===== config.mk =====
export PLATFORM = sky130hd
export DESIGN_NAME = smc_veneer
export DESIGN_NICKNAME = d
export VERILOG_FILES = /design/src/hw/smc_pkg.sv /design/src/hw/smc_veneer.sv /design/src/hw/smc_strobe_seq.sv /design/src/hw/smc_ahb_slave.sv /design/src/hw/smc_apb_regs.sv
export SDC_FILE = /design/constraint.sdc
export NUM_CORES = 1
export LEC_CHECK = 0
export ABC_AREA = 1
export BUFFER_PORTS_ARGS = -buffer_cell sky130_fd_sc_hd__buf_2
export CAP_MARGIN = 25
export CORE_ASPECT_RATIO = 0.5
export CORE_MARGIN = 2
export CORE_UTILIZATION = 50
export CTS_BUF_LIST = sky130_fd_sc_hd__clkbuf_2 sky130_fd_sc_hd__clkbuf_4 sky130_fd_sc_hd__clkbuf_8
export CTS_CLUSTER_DIAMETER = 80
export DETAILED_ROUTE_END_ITERATION = 10
export PLACE_DENSITY = 0.82
export SLEW_MARGIN = 5
export SYNTH_ARGS = -nofsm -noshare
export SYNTH_HDL_FRONTEND = slang
export SYNTH_SLANG_ARGS = --single-unit

===== constraint.sdc =====
create_clock -name hclk -period 5.85 [get_ports hclk]
set_clock_uncertainty 0.1 [all_clocks]
set_input_delay 0.2925 -clock hclk [delete_from_list [all_inputs] [get_ports hclk]]
set_output_delay 0.2925 -clock hclk [all_outputs]
set_load 0.005 [all_outputs]

===== src/hw/smc_pkg.sv =====
// Static memory controller definitions
package smc_pkg;

  // ----------------------------------------
  // AHB-lite codes
  // ----------------------------------------
  typedef enum logic [1:0] {
    TRANS_IDLE   = 2'b00,
    TRANS_BUSY   = 2'b01,
    TRANS_NONSEQ = 2'b10,
    TRANS_SEQ    = 2'b11
  } smc_trans_e;

  typedef enum logic [1:0] {
    RESP_OKAY  = 2'b00,
    RESP_ERROR = 2'b01
  } smc_resp_e;

  typedef enum logic [2:0] {
    SIZE_BYTE = 3'b000,
    SIZE_HALF = 3'b001,
    SIZE_WORD = 3'b010 // Anything above is rejected
  } smc_size_e;

  // ----------------------------------------
  // APB register map
  // ----------------------------------------
  localparam logic [4:0] REG_TIMING = 5'h00;
  localparam logic [4:0] REG_CTRL   = 5'h04; // Bit 0 enable
  localparam logic [4:0] REG_STATUS = 5'h08; // Bit 0 busy, read only
  localparam logic [4:0] REG_ERRCNT = 5'h0C; // Any write clears

  // Timing field widths
  localparam int SETUP_W = 2;
  localparam int WAIT_W  = 4; // Shared by read and write wait
  localparam int HOLD_W  = 2;

  // Field positions in REG_TIMING
  localparam int SETUP_LSB   = 0;
  localparam int RD_WAIT_LSB = 8;
  localparam int WR_WAIT_LSB = 16;
  localparam int HOLD_LSB    = 24;

  // Setup 1, read wait 2, write wait 1, hold 1
  localparam logic [31:0] TIMING_RST = 32'h0101_0201;

endpackage

===== src/hw/smc_veneer.sv =====
// Static memory controller top
`timescale 1ns/1ps

module smc_veneer import smc_pkg::*; #(
  parameter int ADDR_W = 24             // EMI address width, 12 to 32
) (
  input  logic        hclk,
  input  logic        rst_n,
  // APB
  input  logic        psel,
  input  logic        penable,
  input  logic        pwrite,
  input  logic [4:0]  paddr,
  input  logic [31:0] pwdata,
  output logic [31:0] prdata,
  // AHB-lite
  input  logic [31:0] haddr,
  input  logic [1:0]  htrans,
  input  logic        hsel,
  input  logic        hwrite,
  input  logic [2:0]  hsize,
  input  logic [31:0] hwdata,
  input  logic        hready,
  output logic [31:0] smc_hrdata,
  output logic        smc_hready,
  output logic [1:0]  smc_hresp,
  output logic        smc_valid,
  // EMI
  output logic [31:0] smc_addr,
  output logic [31:0] smc_data,
  input  logic [31:0] data_smc,
  output logic [3:0]  smc_n_be,
  output logic        smc_n_cs,
  output logic [3:0]  smc_n_we,
  output logic        smc_n_wr,
  output logic        smc_n_rd,
  output logic        smc_n_ext_oe,
  output logic        smc_busy
);

  // ----------------------------------------
  // Internal wiring
  // ----------------------------------------
  logic               ctrl_en;
  logic [SETUP_W-1:0] setup_cyc;
  logic [WAIT_W-1:0]  rd_wait;
  logic [WAIT_W-1:0]  wr_wait;
  logic [HOLD_W-1:0]  hold_cyc;
  logic               err_pulse;
  logic               seq_busy;
  logic               cyc_start, cyc_write, cyc_done;
  logic [ADDR_W-1:0]  cyc_addr;
  logic [3:0]         cyc_be;
  logic [31:0]        cyc_wdata, cyc_rdata;

  assign smc_busy = seq_busy;

  smc_apb_regs u_regs (
    .hclk, .rst_n, .psel, .penable, .pwrite, .paddr, .pwdata,
    .seq_busy, .err_pulse, .prdata, .ctrl_en,
    .setup_cyc, .rd_wait, .wr_wait, .hold_cyc
  );

  smc_ahb_slave #(.ADDR_W(ADDR_W)) u_ahb (
    .hclk, .rst_n, .haddr, .htrans, .hsel, .hwrite, .hsize, .hwdata, .hready,
    .ctrl_en, .cyc_done, .cyc_rdata,
    .smc_hrdata, .smc_hready, .smc_hresp, .smc_valid,
    .cyc_start, .cyc_write, .cyc_addr, .cyc_be, .cyc_wdata, .err_pulse
  );

  smc_strobe_seq #(.ADDR_W(ADDR_W)) u_seq (
    .hclk, .rst_n, .cyc_start, .cyc_write, .cyc_addr, .cyc_be, .cyc_wdata,
    .setup_cyc, .rd_wait, .wr_wait, .hold_cyc, .data_smc,
    .cyc_done, .cyc_rdata, .seq_busy,
    .smc_addr, .smc_data, .smc_n_be, .smc_n_cs, .smc_n_we,
    .smc_n_wr, .smc_n_rd, .smc_n_ext_oe
  );

endmodule


===== src/hw/smc_strobe_seq.sv =====
// SMC external memory strobe sequencer
`timescale 1ns/1ps

module smc_strobe_seq import smc_pkg::*; #(
  parameter int ADDR_W = 24
) (
  input  logic               hclk,
  input  logic               rst_n,
  input  logic               cyc_start,
  input  logic               cyc_write,
  input  logic [ADDR_W-1:0]  cyc_addr,
  input  logic [3:0]         cyc_be,
  input  logic [31:0]        cyc_wdata,
  input  logic [SETUP_W-1:0] setup_cyc,
  input  logic [WAIT_W-1:0]  rd_wait,
  input  logic [WAIT_W-1:0]  wr_wait,
  input  logic [HOLD_W-1:0]  hold_cyc,
  input  logic [31:0]        data_smc,
  output logic               cyc_done,
  output logic [31:0]        cyc_rdata,
  output logic               seq_busy,
  output logic [31:0]        smc_addr,
  output logic [31:0]        smc_data,
  output logic [3:0]         smc_n_be,
  output logic               smc_n_cs,
  output logic [3:0]         smc_n_we,
  output logic               smc_n_wr,
  output logic               smc_n_rd,
  output logic               smc_n_ext_oe
);

  typedef enum logic [1:0] {
    ST_IDLE,
    ST_SETUP,
    ST_STROBE,
    ST_HOLD
  } state_e;

  state_e             state_q, state_nxt;
  logic [WAIT_W-1:0]  cnt_q, cnt_nxt;  // Cycles left in phase, minus one
  logic [WAIT_W-1:0]  wait_q;          // Strobe length latched at start
  logic [HOLD_W-1:0]  hold_q;
  logic [WAIT_W-1:0]  wait_sel;
  logic               strobe_last;
  logic               active_nxt;
  logic               strobe_nxt;

  assign wait_sel    = cyc_write ? wr_wait : rd_wait;
  assign strobe_last = (state_q == ST_STROBE) && (cnt_q == '0);

  // ----------------------------------------
  // Phase sequencing
  // ----------------------------------------
  always_comb begin
    state_nxt = state_q;
    cnt_nxt   = cnt_q;
    case (state_q)
      ST_IDLE: begin
        if (cyc_start) begin
          if (setup_cyc != '0) begin
            state_nxt = ST_SETUP;
            cnt_nxt   = WAIT_W'(setup_cyc) - 1'b1;
          end else begin
            state_nxt = ST_STROBE;      // No setup, strobe at once
            cnt_nxt   = wait_sel;
          end
        end
      end
      ST_SETUP: begin
        if (cnt_q == '0) begin
          state_nxt = ST_STROBE;
          cnt_nxt   = wait_q;           // wait + 1 strobe cycles
        end else begin
          cnt_nxt = cnt_q - 1'b1;
        end
      end
      ST_STROBE: begin
        if (cnt_q == '0) begin
          if (hold_q != '0) begin
            state_nxt = ST_HOLD;
            cnt_nxt   = WAIT_W'(hold_q) - 1'b1;
          end else begin
            state_nxt = ST_IDLE;
          end
        end else begin
          cnt_nxt = cnt_q - 1'b1;
        end
      end
      ST_HOLD: begin
        if (cnt_q == '0)
          state_nxt = ST_IDLE;
        else
          cnt_nxt = cnt_q - 1'b1;
      end
      default: state_nxt = ST_IDLE;
    endcase
  end

  // Done in last hold cycle, or last strobe cycle with no hold
  assign cyc_done = ((state_q == ST_HOLD) && (cnt_q == '0)) ||
                    (strobe_last && (hold_q == '0));
  assign seq_busy = (state_q != ST_IDLE);

  assign active_nxt = (state_nxt != ST_IDLE);
  assign strobe_nxt = (state_nxt == ST_STROBE);

  // ----------------------------------------
  // Registered EMI controls, all active low
  // ----------------------------------------
  always_ff @(posedge hclk) begin
    if (!rst_n) begin
      state_q      <= ST_IDLE;
      cnt_q        <= '0;
      wait_q       <= '0;
      hold_q       <= '0;
      smc_n_cs     <= 1'b1;
      smc_n_be     <= 4'hF;
      smc_n_we     <= 4'hF;
      smc_n_wr     <= 1'b1;
      smc_n_rd     <= 1'b1;
      smc_n_ext_oe <= 1'b1;
    end else begin
      state_q <= state_nxt;
      cnt_q   <= cnt_nxt;
      if (state_q == ST_IDLE && cyc_start) begin
        wait_q <= wait_sel;             // Timing frozen for this cycle
        hold_q <= hold_cyc;
      end
      smc_n_cs     <= !active_nxt;
      smc_n_be     <= active_nxt ? ~cyc_be : 4'hF;
      smc_n_we     <= (strobe_nxt && cyc_write) ? ~cyc_be : 4'hF;
      smc_n_wr     <= !(strobe_nxt && cyc_write);
      smc_n_rd     <= !(strobe_nxt && !cyc_write);
      smc_n_ext_oe <= !(active_nxt && cyc_write); // Drive bus whole write
    end
  end

  // Address, write data and read capture
  always_ff @(posedge hclk) begin
    if (state_q == ST_IDLE && cyc_start) begin
      smc_addr <= 32'(cyc_addr);        // Zero-extended
      smc_data <= cyc_wdata;
    end
    if (strobe_last && !cyc_write)
      cyc_rdata <= data_smc;            // End of read strobe
  end

endmodule


===== src/hw/smc_ahb_slave.sv =====
// SMC AHB-lite slave port
`timescale 1ns/1ps

module smc_ahb_slave import smc_pkg::*; #(
  parameter int ADDR_W = 24
) (
  input  logic              hclk,
  input  logic              rst_n,
  input  logic [31:0]       haddr,
  input  logic [1:0]        htrans,
  input  logic              hsel,
  input  logic              hwrite,
  input  logic [2:0]        hsize,
  input  logic [31:0]       hwdata,
  input  logic              hready,     // Muxed bus ready
  input  logic              ctrl_en,
  input  logic              cyc_done,
  input  logic [31:0]       cyc_rdata,
  output logic [31:0]       smc_hrdata,
  output logic              smc_hready,
  output logic [1:0]        smc_hresp,
  output logic              smc_valid,
  output logic              cyc_start,
  output logic              cyc_write,
  output logic [ADDR_W-1:0] cyc_addr,
  output logic [3:0]        cyc_be,
  output logic [31:0]       cyc_wdata,
  output logic              err_pulse
);

  logic        accept;   // Address phase taken this edge
  logic        bad_req;  // Disabled or oversized
  logic        err_ph1;  // First cycle of the ERROR pair
  logic [31:0] wdata_q;

  assign accept  = hsel && hready &&
                   (htrans == TRANS_NONSEQ || htrans == TRANS_SEQ);
  assign bad_req = !ctrl_en || (hsize > SIZE_WORD);

  // Little-endian lane decode
  function automatic logic [3:0] lane_be(input logic [2:0] size, input logic [1:0] a);
    logic [3:0] be;
    case (size)
      SIZE_BYTE: be = 4'b0001 << a;
      SIZE_HALF: be = 4'b0011 << {a[1], 1'b0};
      default:   be = 4'b1111;
    endcase
    return be;
  endfunction

  // ----------------------------------------
  // Response and handshake control
  // ----------------------------------------
  always_ff @(posedge hclk) begin
    if (!rst_n) begin
      smc_hready <= 1'b1;
      smc_hresp  <= RESP_OKAY;
      smc_valid  <= 1'b0;
      cyc_start  <= 1'b0;
      cyc_write  <= 1'b0;
      err_ph1    <= 1'b0;
    end else begin
      smc_valid <= accept;              // One-cycle acknowledge
      cyc_start <= accept && !bad_req;
      err_ph1   <= accept && bad_req;
      if (accept) begin
        smc_hready <= 1'b0;             // Stall the master
        smc_hresp  <= bad_req ? RESP_ERROR : RESP_OKAY;
        cyc_write  <= hwrite;
      end else if (err_ph1) begin
        smc_hready <= 1'b1;             // Second ERROR cycle
      end else if (cyc_done) begin
        smc_hready <= 1'b1;
      end else if (smc_hready) begin
        smc_hresp  <= RESP_OKAY;        // Pair finished
      end
    end
  end

  // Address phase payload
  always_ff @(posedge hclk) begin
    if (accept) begin
      cyc_addr <= haddr[ADDR_W-1:0];
      cyc_be   <= lane_be(hsize, haddr[1:0]);
    end
    if (cyc_start)
      wdata_q <= hwdata;                // Valid only in first data cycle
  end

  // Live bus data while starting, then the held copy
  assign cyc_wdata = cyc_start ? hwdata : wdata_q;

  assign err_pulse  = err_ph1;          // Single pulse per rejected transfer
  assign smc_hrdata = cyc_rdata;        // Held by the sequencer until next read

endmodule


===== src/hw/smc_apb_regs.sv =====
// SMC APB register block
`timescale 1ns/1ps

module smc_apb_regs import smc_pkg::*; (
  input  logic               hclk,
  input  logic               rst_n,
  input  logic               psel,
  input  logic               penable,
  input  logic               pwrite,
  input  logic [4:0]         paddr,
  input  logic [31:0]        pwdata,
  input  logic               seq_busy,   // Live sequencer activity
  input  logic               err_pulse,  // One per rejected transfer
  output logic [31:0]        prdata,
  output logic               ctrl_en,
  output logic [SETUP_W-1:0] setup_cyc,
  output logic [WAIT_W-1:0]  rd_wait,
  output logic [WAIT_W-1:0]  wr_wait,
  output logic [HOLD_W-1:0]  hold_cyc
);

  logic       apb_wr;    // Access phase of a write
  logic [7:0] err_cnt;

  assign apb_wr = psel && penable && pwrite;

  // ----------------------------------------
  // Timing and control
  // ----------------------------------------
  always_ff @(posedge hclk) begin
    if (!rst_n) begin
      setup_cyc <= TIMING_RST[SETUP_LSB +: SETUP_W];
      rd_wait   <= TIMING_RST[RD_WAIT_LSB +: WAIT_W];
      wr_wait   <= TIMING_RST[WR_WAIT_LSB +: WAIT_W];
      hold_cyc  <= TIMING_RST[HOLD_LSB +: HOLD_W];
      ctrl_en   <= 1'b1;                // Enabled out of reset
    end else if (apb_wr) begin
      if (paddr == REG_TIMING) begin
        setup_cyc <= pwdata[SETUP_LSB +: SETUP_W];
        rd_wait   <= pwdata[RD_WAIT_LSB +: WAIT_W];
        wr_wait   <= pwdata[WR_WAIT_LSB +: WAIT_W];
        hold_cyc  <= pwdata[HOLD_LSB +: HOLD_W];
      end
      if (paddr == REG_CTRL)
        ctrl_en <= pwdata[0];
    end
  end

  // Saturating error count, a write wins over a new error
  always_ff @(posedge hclk) begin
    if (!rst_n)
      err_cnt <= '0;
    else if (apb_wr && paddr == REG_ERRCNT)
      err_cnt <= '0;
    else if (err_pulse && err_cnt != 8'hFF)
      err_cnt <= err_cnt + 8'd1;
  end

  // ----------------------------------------
  // Readback, decoded straight from paddr
  // ----------------------------------------
  always_comb begin
    prdata = '0;                        // Unmapped offsets
    case (paddr)
      REG_TIMING: begin
        prdata[SETUP_LSB +: SETUP_W]  = setup_cyc;
        prdata[RD_WAIT_LSB +: WAIT_W] = rd_wait;
        prdata[WR_WAIT_LSB +: WAIT_W] = wr_wait;
        prdata[HOLD_LSB +: HOLD_W]    = hold_cyc;
      end
      REG_CTRL:   prdata[0]   = ctrl_en;
      REG_STATUS: prdata[0]   = seq_busy;  // Not stored here
      REG_ERRCNT: prdata[7:0] = err_cnt;
      default:    prdata      = '0;
    endcase
  end

endmodule


==> qor.yml <==
htreeDepth: 4
area_delta_synth_final_pct: 38.6
dieArea_um2: 15400
rows: 30
cts_buffers: 17
nets: 1139
tightestPinTransition_ns: 0.606
critPathMaxFanout: 62
grt_pass1_vias: 5692
drt_pass1_iterations: 5
worstReg2RegStart: "u_ahb.cyc_start"
hold_end: "u_ahb.cyc_write"
ys_ff_latch: 199
die_height_um: 88.8
synth_cells: 639
startpoint: "u_ahb.cyc_start"
clk_pin_slew_ns: 0.10
die_w_um: 174
core_um2: 13800
synth_top_area_share_pct: 48.5
hold_path.class: "input port to flop"
rsz0062_at_grt: "no"
synth_top_family_by_area: "simple AND/OR/NAND/NOR gates"
synth_area_leaders: "edfxtp_1, dfxtp_1, nand2_1"
status: "complete, no violations"
layout-drive-gt1-share_pct: 29.7
layout_min_cycle_time_ns: 2.08
hold_slack_ns: 0.0425
p_sw_share_pct: 24.7
reg2reg_to: "u_seq.smc_n_we[2]"
cp.arrival_ns: 2.29
route.detailed.drc: 0
crit_buf_inv: 1
synth_cell_types: 33
io_pins: 291
synth-simple-area-share_pct: 17.2
insertedDiodeCount: 0
finalCritPeriodShare_pct: 35.5
grt_use_total_pct: 22.7
p_sw_uw: 660
worst_path_max_delay_cell: "dfxtp_1"
setup_viol: 0
drv_cap: 0
powerDensity_nw_per_um2: 269
vdd_drop_max_v: 0.000148
grt_max_degree: 63
syn_avg_cell_area_um2: 11.2
finalSetupTns_ns: 0
cp_top_family: "flip-flops"
post_cts_buffers: 0
synth-compound-area-share_pct: 3.87
grt_antenna_before_repair: 0
rrSetupSlack_ns: 3.77
path_class: "flop to flop"
max_stage_delay_ns: 0.69
synth-xor-area-share_pct: 0.488
endpoint_kind: "flop"
p_comb_share_pct: 8.2
yosysSeqAreaShare_pct: 71.6
overflow: 0
via_count: 5610
hold_buffers: 101
hold_viol: 0
antenna_left: 0
ys_warn_count: 0
drv_slew: 0
r2r_cells: 5
wl_mm: 17.6
viasPerCell: 4.70
p_leak_uw: 0.00435
hold_path_startpoint: "hwrite"
synth_mux_area_share_pct: 0
cts_resized: 0
p_int_uw: 2010
grt_pass1_wl_mm: 27.1
start_util_pct: 52.2
place_hpwl_mm: 11.3
yosys.area.top_type: "edfxtp_1"
pwr-share-clk_pct: 31.9
clockBufferDepth: 2
min_path_cells: 3
path_cells: "nand2_4 > clkinv_4 > nand2_4 > a31oi_4 > nand3_1"
fmax_mhz: 482
slew_headroom_pct: 59.6
root_buffer: "clkbuf_8"
synth_area_um2: 7180
worstPathRequired_ns: 6.07
gp_congestion: 0.906
cp_common_cell: "nand2_4"
wire_per_inst_um: 14.7
pwr-share-seq_pct: 59.9
critPathLaunchType: "flop"
clkSinkCount: 199
clock_latency_ns: 0.44
cts_tree: "yes"
place.port_buffers: 238
drt-initial-drc-count: 364
synth_fa_ha_area_share_pct: 0.871
## cells by family (layout without fill, tap and decap cells)
kind of cell | Yosys count | in the layout
compound gates | 48 | 48
fa+ha+maj | 5 | 5
other cells | 1 | 23
xor+xnor | 4 | 4
simple gates | 294 | 294
flops | 199 | 199
buf+inv | 88 | 428
## power groups by stage
stage	Clock [uW]	Sequential, uW	Combinational (uW)
final	854	1600	220
after global routing	924	1610	245
after CTS	866	1600	215
after detailed placement	0	1630	161
after global placement	0	1630	146
after floorplan	0	1620	98.7
## worst reg2reg max path, stage by stage (launching register included)
cell,delay [ns]
dfxtp_1,0.69
nand2_4,0.17
clkinv_4,0.47
nand2_4,0.10
a31oi_4,0.30
nand3_1,0.12
## cell usage after synthesis
cell / count
nand2_1: 176
edfxtp_1: 116
dfxtp_1: 83
nor2_1: 68
inv_1: 47
nand3_1: 25
buf_4: 24
o21ai_0: 18
a21oi_1: 15
clkbuf_1: 8
o21ai_1: 6
ha_1: 5
inv_2: 5
nand4_1: 5
nor3_1: 5
xor2_1: 4
nand3_2: 3
nor2_2: 3
nor2_4: 3
o211ai_1: 3
a211oi_1: 2
buf_2: 2
nand2_2: 2
nand2_4: 2
a31oi_4: 1
buf_1: 1
clkinv_4: 1
conb_1: 1
nand3b_1: 1
nor3_2: 1
o2111ai_1: 1
o21ai_2: 1
o22ai_1: 1
## worst max-delay path by stage
stage,end,slack [ns],cells past startpoint
3_5_place_dp,u_seq.smc_n_we[2],3.80,5
3_3_place_gp,u_seq.smc_n_be[1],3.50,5
4_1_cts,u_seq.smc_n_we[2],3.75,5
6_report,u_seq.smc_n_we[2],3.77,5
5_1_grt,u_seq.smc_n_we[2],3.56,5
2_1_floorplan,u_seq.cyc_rdata[0],2.31,4
## per-stage QoR
step	worst slack (ns)	cells	cell area, um^2	total power [uW]	util [%]
2_1_floorplan	2.31	661	7270	1720	-
3_3_place_gp	3.50	1058	8490	1770	61.7
3_5_place_dp	3.80	1060	8550	1790	62.1
4_1_cts	3.75	1193	9960	2680	72.3
5_1_grt	3.56	1193	9960	2780	72.3
6_report	3.77	1193	9960	2670	72.3
## flip-flops by register name (all words and copies together) (netlist names), 2 cells and up
register          flops
u_regs.setup_cyc      2
u_regs.rd_wait        4
u_seq.smc_addr       24
u_seq.smc_data       32
u_seq.smc_n_we        4
u_seq.wait_q          4
u_regs.err_cnt        8
u_regs.hold_cyc       2
u_regs.wr_wait        4
u_ahb.cyc_be          4
u_seq.cyc_rdata      32
u_seq.state_q         2
u_seq.smc_n_be        4
u_seq.cnt_q           4
u_seq.hold_q          2
u_ahb.cyc_addr       24
u_ahb.wdata_q        32
## layer usage
metal / vias up / global-route usage, % / wire length [um]
li1: 2751 / - / -
met3: 37 / 3.65 / 744
met5: - / 0 / 0
met2: 191 / 44.2 / 9370
met4: 0 / 10.6 / 435
met1: 2631 / 25.1 / 7020
## layout make-up
type | count | area (um^2)
Clock buffer | 18 | 241
Inverter | 53 | 204
Fill cell | 996 | 3820
Tap cell | 192 | 240
Sequential cell | 199 | 5140
Clock inverter | 14 | 155
Multi-Input combinational cell | 374 | 1700
Timing Repair Buffer | 343 | 2270
## layout by cell type (no fill, tap or decap), types with 2 or more instances in the layout
master,count
a21oi_1,15
nand3_2,3
nor2_4,3
nor2_2,3
dfxtp_1,83
nand4_1,5
clkbuf_8,17
o21ai_1,6
inv_2,5
buf_2,238
nand2_4,2
edfxtp_1,116
xor2_1,4
nor2_1,68
o21ai_0,18
clkinv_8,3
inv_1,47
nand2_1,176
nor3_1,4
a211oi_1,2
buf_16,2
buf_4,2
ha_1,5
o211ai_1,3
conb_1,23
nand2_2,2
dlygate4sd3_1,101
inv_6,2
nor3_2,2
clkinv_4,4
inv_8,5
nand3_1,25
No activity file was read; power rests on OpenSTA's default activity.
